==> src/hdl/bus_pkg.sv <==
// read bus data width, burst length, beat counter type and response codes
package bus_pkg;

  // width of one beat
  localparam int DATA_W = 64;

  // beats per line fill
  localparam int BURST_BEATS = 2;

  localparam int BEAT_W = $clog2(BURST_BEATS);

  typedef logic [BEAT_W-1:0] beat_cnt_t;  // beat number inside a burst

  // slave response per beat
  typedef enum logic [1:0] {
    RESP_OKAY = 2'b00,
    RESP_ERR  = 2'b10
  } bus_resp_e;

endpackage

==> src/hdl/mem_rd_if.sv <==
// burst read bus interface with master and slave modports
`timescale 1ns/1ps

interface mem_rd_if #(
  parameter int ADDR_W = 32
);

  // address channel
  logic                       ar_valid;
  logic                       ar_ready;
  logic [ADDR_W-1:0]          ar_addr;   // line base address

  // read data channel
  logic                       r_valid;
  logic                       r_ready;
  logic [bus_pkg::DATA_W-1:0] r_data;
  logic                       r_last;    // final beat of the burst
  bus_pkg::bus_resp_e         r_resp;

  modport master (
    output ar_valid, ar_addr, r_ready,
    input  ar_ready, r_valid, r_data, r_last, r_resp
  );

  modport slave (
    input  ar_valid, ar_addr, r_ready,
    output ar_ready, r_valid, r_data, r_last, r_resp
  );

endinterface

==> src/hdl/mem_arbiter.sv <==
// round-robin arbiter for two burst read masters onto one bus
`timescale 1ns/1ps

module mem_arbiter #(
  parameter int ADDR_W = 32
) (
  input  logic      clk,
  input  logic      rst,
  mem_rd_if.slave   m0,
  mem_rd_if.slave   m1,
  mem_rd_if.master  bus
);

  logic              lock_q;   // grant frozen until the burst ends
  logic              grant_q;  // 0 = m0, 1 = m1
  logic              last_q;   // master served last
  logic              pick;
  logic              sel;
  logic              r_done;
  logic [ADDR_W-1:0] ar_addr_sel;

  // on a collision the master not served last wins
  always_comb begin
    if (m0.ar_valid && m1.ar_valid) begin
      pick = ~last_q;
    end else begin
      pick = m1.ar_valid;
    end
  end

  assign sel    = lock_q ? grant_q : pick;
  assign r_done = bus.r_valid && bus.r_ready && bus.r_last;

  always_ff @(posedge clk) begin
    if (rst) begin
      lock_q  <= 1'b0;
      grant_q <= 1'b0;
      last_q  <= 1'b1;  // m0 first on the first collision
    end else if (!lock_q) begin
      if (m0.ar_valid || m1.ar_valid) begin
        lock_q  <= 1'b1;
        grant_q <= pick;
        last_q  <= pick;
      end
    end else if (r_done) begin
      lock_q <= 1'b0;
    end
  end

  // address channel passes through without added cycles
  assign ar_addr_sel  = sel ? m1.ar_addr : m0.ar_addr;
  assign bus.ar_valid = sel ? m1.ar_valid : m0.ar_valid;
  assign bus.ar_addr  = ar_addr_sel;
  assign m0.ar_ready  = !sel && bus.ar_ready;
  assign m1.ar_ready  = sel && bus.ar_ready;

  // read data only reaches the granted master
  assign bus.r_ready = lock_q && (grant_q ? m1.r_ready : m0.r_ready);
  assign m0.r_valid  = lock_q && !grant_q && bus.r_valid;
  assign m1.r_valid  = lock_q && grant_q && bus.r_valid;
  assign m0.r_data   = bus.r_data;
  assign m1.r_data   = bus.r_data;
  assign m0.r_last   = bus.r_last;
  assign m1.r_last   = bus.r_last;
  assign m0.r_resp   = bus.r_resp;
  assign m1.r_resp   = bus.r_resp;

  // the locked master's line address stays on the bus until its burst ends
  a_grant_held: assert property (@(posedge clk) disable iff (rst)
    lock_q && !r_done |=> $stable(bus.ar_addr));

  // memory answers only a burst it accepted from a granted master
  a_r_granted: assert property (@(posedge clk) disable iff (rst)
    bus.r_valid |-> lock_q);

endmodule

==> src/flat_wrapper.sv <==
// flat-port wrapper written by rule: the top's interface ports become plain ports
module mem_arbiter_flat 
#(
  parameter int ADDR_W = 32
)
  (clk, rst, m0_ar_valid, m0_ar_addr, m0_r_ready, m0_ar_ready, m0_r_valid, m0_r_data, m0_r_last, m0_r_resp, m1_ar_valid, m1_ar_addr, m1_r_ready, m1_ar_ready, m1_r_valid, m1_r_data, m1_r_last, m1_r_resp, bus_ar_valid, bus_ar_addr, bus_r_ready, bus_ar_ready, bus_r_valid, bus_r_data, bus_r_last, bus_r_resp);
  mem_rd_if #(.ADDR_W(ADDR_W)) m0_i ();
  mem_rd_if #(.ADDR_W(ADDR_W)) m1_i ();
  mem_rd_if #(.ADDR_W(ADDR_W)) bus_i ();
  input  logic clk;
  input  logic rst;
  input wire logic [$bits(m0_i.ar_valid)-1:0] m0_ar_valid;
  input wire logic [$bits(m0_i.ar_addr)-1:0] m0_ar_addr;
  input wire logic [$bits(m0_i.r_ready)-1:0] m0_r_ready;
  output wire logic [$bits(m0_i.ar_ready)-1:0] m0_ar_ready;
  output wire logic [$bits(m0_i.r_valid)-1:0] m0_r_valid;
  output wire logic [$bits(m0_i.r_data)-1:0] m0_r_data;
  output wire logic [$bits(m0_i.r_last)-1:0] m0_r_last;
  output wire logic [$bits(m0_i.r_resp)-1:0] m0_r_resp;
  input wire logic [$bits(m1_i.ar_valid)-1:0] m1_ar_valid;
  input wire logic [$bits(m1_i.ar_addr)-1:0] m1_ar_addr;
  input wire logic [$bits(m1_i.r_ready)-1:0] m1_r_ready;
  output wire logic [$bits(m1_i.ar_ready)-1:0] m1_ar_ready;
  output wire logic [$bits(m1_i.r_valid)-1:0] m1_r_valid;
  output wire logic [$bits(m1_i.r_data)-1:0] m1_r_data;
  output wire logic [$bits(m1_i.r_last)-1:0] m1_r_last;
  output wire logic [$bits(m1_i.r_resp)-1:0] m1_r_resp;
  output wire logic [$bits(bus_i.ar_valid)-1:0] bus_ar_valid;
  output wire logic [$bits(bus_i.ar_addr)-1:0] bus_ar_addr;
  output wire logic [$bits(bus_i.r_ready)-1:0] bus_r_ready;
  input wire logic [$bits(bus_i.ar_ready)-1:0] bus_ar_ready;
  input wire logic [$bits(bus_i.r_valid)-1:0] bus_r_valid;
  input wire logic [$bits(bus_i.r_data)-1:0] bus_r_data;
  input wire logic [$bits(bus_i.r_last)-1:0] bus_r_last;
  input wire logic [$bits(bus_i.r_resp)-1:0] bus_r_resp;
  assign m0_i.ar_valid = m0_ar_valid;
  assign m0_i.ar_addr = m0_ar_addr;
  assign m0_i.r_ready = m0_r_ready;
  assign m0_ar_ready = m0_i.ar_ready;
  assign m0_r_valid = m0_i.r_valid;
  assign m0_r_data = m0_i.r_data;
  assign m0_r_last = m0_i.r_last;
  assign m0_r_resp = m0_i.r_resp;
  assign m1_i.ar_valid = m1_ar_valid;
  assign m1_i.ar_addr = m1_ar_addr;
  assign m1_i.r_ready = m1_r_ready;
  assign m1_ar_ready = m1_i.ar_ready;
  assign m1_r_valid = m1_i.r_valid;
  assign m1_r_data = m1_i.r_data;
  assign m1_r_last = m1_i.r_last;
  assign m1_r_resp = m1_i.r_resp;
  assign bus_ar_valid = bus_i.ar_valid;
  assign bus_ar_addr = bus_i.ar_addr;
  assign bus_r_ready = bus_i.r_ready;
  assign bus_i.ar_ready = bus_ar_ready;
  assign bus_i.r_valid = bus_r_valid;
  assign bus_i.r_data = bus_r_data;
  assign bus_i.r_last = bus_r_last;
  assign bus_i.r_resp = bus_r_resp;
  mem_arbiter #(.ADDR_W(ADDR_W)) u_core (.clk(clk), .rst(rst), .m0(m0_i), .m1(m1_i), .bus(bus_i));
endmodule
==> config.mk <==
export PLATFORM = sky130hd
export DESIGN_NAME = mem_arbiter_flat
export DESIGN_NICKNAME = d
export VERILOG_FILES = /design/src/hdl/bus_pkg.sv /design/src/hdl/mem_rd_if.sv /design/src/hdl/mem_arbiter.sv /design/src/flat_wrapper.sv
export SDC_FILE = /design/constraint.sdc
export NUM_CORES = 1
export LEC_CHECK = 0
export BUFFER_PORTS_ARGS = -buffer_cell sky130_fd_sc_hd__buf_2
export CAP_MARGIN = 20
export CORE_AREA = 2 2 120 122
export CTS_CLUSTER_DIAMETER = 60
export DETAILED_ROUTE_END_ITERATION = 6
export DIE_AREA = 0 0 122 124
export PLACE_DENSITY = 0.41
export SYNTH_ARGS = -nofsm -noshare
export SYNTH_HDL_FRONTEND = slang
export SYNTH_SLANG_ARGS = --single-unit
==> constraint.sdc <==
create_clock -name clk -period 1.35 [get_ports clk]
set_input_delay 0.0675 -clock clk [delete_from_list [all_inputs] [get_ports clk]]
set_output_delay 0.0675 -clock clk [all_outputs]
set_load 0.05 [all_outputs]
; ---- Word-level counts from Yosys, hierarchy flattened
; Index checks and enable logic that the tools add are counted.
[totals]
regBits = 3
output_inout_bits = 172
wordCells = 27
[op_classes]
mux = 8
bitwise_logic = 2
n_reduce_logical = 14
[op_table]
columns = cell, count
row1 = 32-bit 2-to-1 mux, 1
row2 = 1-bit logical AND, 10
row3 = 1-bit 2-to-1 mux, 7
row4 = 1-bit logical NOT, 2
row5 = 1-bit inverter, 2
row6 = 2-bit AND reduction, 1
row7 = 1-bit logical OR, 1

; ---- Logic depth before layout (Yosys ltp)
[depth]
ltp_word = 6
mapped_depth = 4

; ---- Worst setup path after synthesis
; No wires, ideal clock.
[synth_path]
path_type = reg-to-output
startpoint = register u_core.lock_q
endpoint = output port m1_ar_ready
t_arrival_ns = 1.509
path_slack_ns = -0.226
path_stages_with_launch = 5
n_path_buf = 1
cell_sequence = dfxtp_1 nand2_1 a21boi_4 buf_6 nor2b_1
[synth_between]
elab_chain_cells = 2
[synth_rtl]
columns = item, line_no
row1 = start: declaration, mem_arbiter.sv:14  ; logic lock_q;
row2 = start signal: assignment, mem_arbiter.sv:36  ; lock_q <= 1'b0;
row3 = start signal: assignment, mem_arbiter.sv:41  ; lock_q <= 1'b1;
row4 = start signal: assignment, mem_arbiter.sv:46  ; lock_q <= 1'b0;
row5 = 1-bit 2-to-1 mux, mem_arbiter.sv:31  ; assign sel = lock_q ? grant_q : pick;
row6 = 1-bit logical AND, mem_arbiter.sv:55  ; assign m1.ar_ready = sel && bus.ar_ready;
row7 = end: declaration, flat_wrapper.sv:23  ; output wire logic [$bits(m1_i.ar_ready)-1:0] m1_ar_ready;
; Every way passes these cells.

; ---- Worst setup path in the final report
[layout_path]
startpoint = register u_core.lock_q
endpoint = output port bus_ar_addr[26]
[layout_between]
elab_chain_cells = 2
[layout_rtl]
columns = item, line_no
row1 = 1-bit 2-to-1 mux, mem_arbiter.sv:31
row2 = 32-bit 2-to-1 mux, mem_arbiter.sv:51  ; assign ar_addr_sel = sel ? m1.ar_addr : m0.ar_addr;
row3 = end: declaration, flat_wrapper.sv:29  ; output wire logic [$bits(bus_i.ar_addr)-1:0] bus_ar_addr;
; Every way passes these cells.

==> results_dict.tcl <==
set metrics [dict create \
    setup-violations-final 34 \
    synthArstFlopShare_pct 0 \
    syn-cell-area_mm2 0.001605 \
    syn_to_final_growth_pct 25.80 \
    power_mw 1.753 \
    fmax_mhz 598.8 \
    routed_wl_um 4769 \
    final_max_slew_viol_count 0 \
    htreeDepth 1 \
    skew_ps 0.3072 \
    initial_core_util_pct 11.70 \
    synth_top_cell_area_share_pct 62.67 \
    dieArea_mm2 0.01513 \
    hpwl_um 3335 \
    clkLatencyLatePin_ps 230 \
    postLayoutCellArea_mm2 0.002019 \
    via_count 1108 \
    ys.flop_type "dfxtp_1" \
    cpPeakStageDelay_ps 320 \
    worst_hold_path_type "in2reg" \
    yosysSeqAreaShare_pct 3.741 \
    required_ps 1280 \
    ctsHoldBuffers 0 \
    cap_violations 0 \
    grt_pass1_wl_um 6141 \
    worstPathArrival_ps 1600 \
    chipHeight_um 124 \
    relSlewSlack_pct 82.79 \
    register_area_um2 62.56 \
    synth_edf_count 0 \
    ys_ff_latch 3 \
    core.rowCount 43 \
    worst_slew_pin_slew_ps 260.0 \
    port_buffers 112 \
    grt.busiest_layer "met2" \
    clk_pin_slew_ps 30 \
    period_share_pct 123.7 \
    grt_use_met1_pct 5.543 \
    power.density_mw_per_mm2 867.8 \
    cts_sinks 3 \
    multi_input_area_um2 623.1 \
    drtAntennaViolNets 0 \
    grt_pass1_vias 1144 \
    placed_cell_area_mm2 0.001450 \
    synthDistinctLibCells 19 \
    post-synth-top-area-cell "buf_4" \
    grt.total_usage_pct 5.351 \
    ys_top_cells_by_count "buf_4 (134), mux2_2 (32)" \
    gp_congestion 0.6415 \
    numCtsBuffers 3 \
    synth.top_cells.by_area "buf_4 (63%), mux2_2 (22%), dfxtp_1 (3.7%)" \
    yosysMostFrequentCell "buf_4" \
    drive_gt1_share_pct 91.49 \
    wl_per_cell_um 12.96 \
    met3_usage_pct 2.244 \
    io_pins 311 \
    ir_drop_mv 0.2948 \
    layout_setup_ws_ps -319.9 \
    die_w_um 122 \
    grt_max_degree 14 \
    syn_nets 333 \
    fin_nets 328 \
    clock_tree.buffer_depth 2 \
    synthCells 194 \
    crit_chain "nand2_2 > a21boi_4 > buf_6 > clkbuf_16 > mux2_4 > buf_6" \
    status "finished, violations left" \
    violations "negative setup slack" \
    slowest_stage "dfxtp_2" \
    critPathCaptureType "output port" \
    antenna_found_initial 0 \
    drt-initial-drc-count 8 \
    place_ws_ps -136.5 \
    p_leak_nw 1.031 \
    clock-root-buffer "clkbuf_16" \
    cp_max_fo 6 \
    cpMostUsedCell "buf_6" \
    grt_overflow 0 \
    fin_setup_tns_ps -9298 \
    rsz0062_at_grt "yes" \
    fin_crit_ps 1670 \
    grt.met2_usage_pct 8.205 \
    fillerInstances 1558 \
    vias_per_cell 3.011 \
    yosysWarningCount 0 \
    antennaDiodeCount 0 \
    design.core.area_mm2 0.01372 \
    start_kind "flip-flop" \
    hold_violations 0 \
    crit_type "reg2out" \
    route.detailed.drc 0 \
    syn_avg_cell_area_um2 8.275 \
    cts_tree "done" \
    dr.pass1.iters 4 \
]
==> power by group <==
part	switching (mW)	total [mW]	internal, mW
clock	0.0895	0.480	0.391
combinational	0.623	1.17	0.548
sequential	0.00498	0.102	0.0972
==> critical path: cells and delay by family (launching register included) <==
| kind | cells | cell delay [ps] |
|---|---|---|
| buffers and inverters | 3 | 460 |
| muxes | 1 | 310 |
| AOI/OAI and AO/OA | 1 | 220 |
| DFF | 1 | 320 |
| and+or+nand+nor | 1 | 70 |
==> cells in the final DEF (no fill, tap or decap) <==
master / Yosys / layout
a211o_1: 1 / 1
a211oi_1: 1 / 1
a21boi_4: 1 / 1
a21oi_1: 1 / 1
a22oi_1: 1 / 1
and2_2: 0 / 1
and3_1: 2 / 2
buf_12: 0 / 2
buf_16: 0 / 1
buf_2: 0 / 77
buf_4: 134 / 10
buf_6: 3 / 17
buf_8: 0 / 19
clkbuf_1: 0 / 1
clkbuf_16: 0 / 4
dfxtp_1: 3 / 1
dfxtp_2: 0 / 2
mux2_2: 32 / 7
mux2_4: 0 / 25
mux2i_4: 0 / 1
nand2_1: 3 / 1
nand2_2: 0 / 2
nand2b_1: 1 / 1
nor2_1: 3 / 3
nor2b_1: 3 / 1
nor2b_2: 1 / 3
nor3_1: 1 / 1
nor3b_1: 1 / 1
==> logic make-up after synthesis <==
logic type | Yosys count | synth area share, %
compound gates | 5 | 2.962
buf+inv | 137 | 64.77
mux | 33 | 23.07
flops | 3 | 3.741
simple gates | 16 | 5.456
==> final timing paths <==
check | from | to | slack [ps] | depth (start not counted)
setup / recovery | u_core.lock_q | bus_ar_addr[26] | -320 | 6
hold / removal | rst | u_core.lock_q | 50 | 2
setup reg to reg | u_core.grant_q | u_core.lock_q | 230 | 4
hold reg to reg | u_core.last_q | u_core.last_q | 560 | 2
==> timing repair <==
action | in CTS | in global routing
cloned | 2 | 1
pin swaps | 0 | 2
endpoints found under the setup margin | 34 | 35
setup buffers | 4 | 0
gates resized for setup | 93 | 30
==> flip-flops by register name, indices dropped and copies added, names as in the netlist <==
| signal | count |
|---|---|
| u_core.lock_q | 1 |
| u_core.grant_q | 1 |
| u_core.last_q | 1 |
==> layout make-up <==
type / instances / share of cell area [%]
Tap cell: 180 / 11.15
Multi-Input combinational cell: 54 / 30.85
Timing Repair Buffer: 127 / 50.99
Sequential cell: 3 / 3.098
Clock buffer: 4 / 3.903
==> per-stage QoR <==
stage                     utilization [%]  cells  hold slack (ps)
after CTS                           13.94    368            50.03
after detailed placement            10.57    358            135.5
after global routing                14.72    368            88.69
after global placement              10.57    358            135.5
final                               14.72    368            53.31
after floorplan                         -    194            132.8
==> routing by layer <==
metal | share of wire (%) | up-vias
li1 | - | 480
met3 | 16 | 54
met5 | 0 | -
met1 | 32 | 461
met4 | 7.0 | 0
met2 | 45 | 113
(Power assumes the default switching activity.)
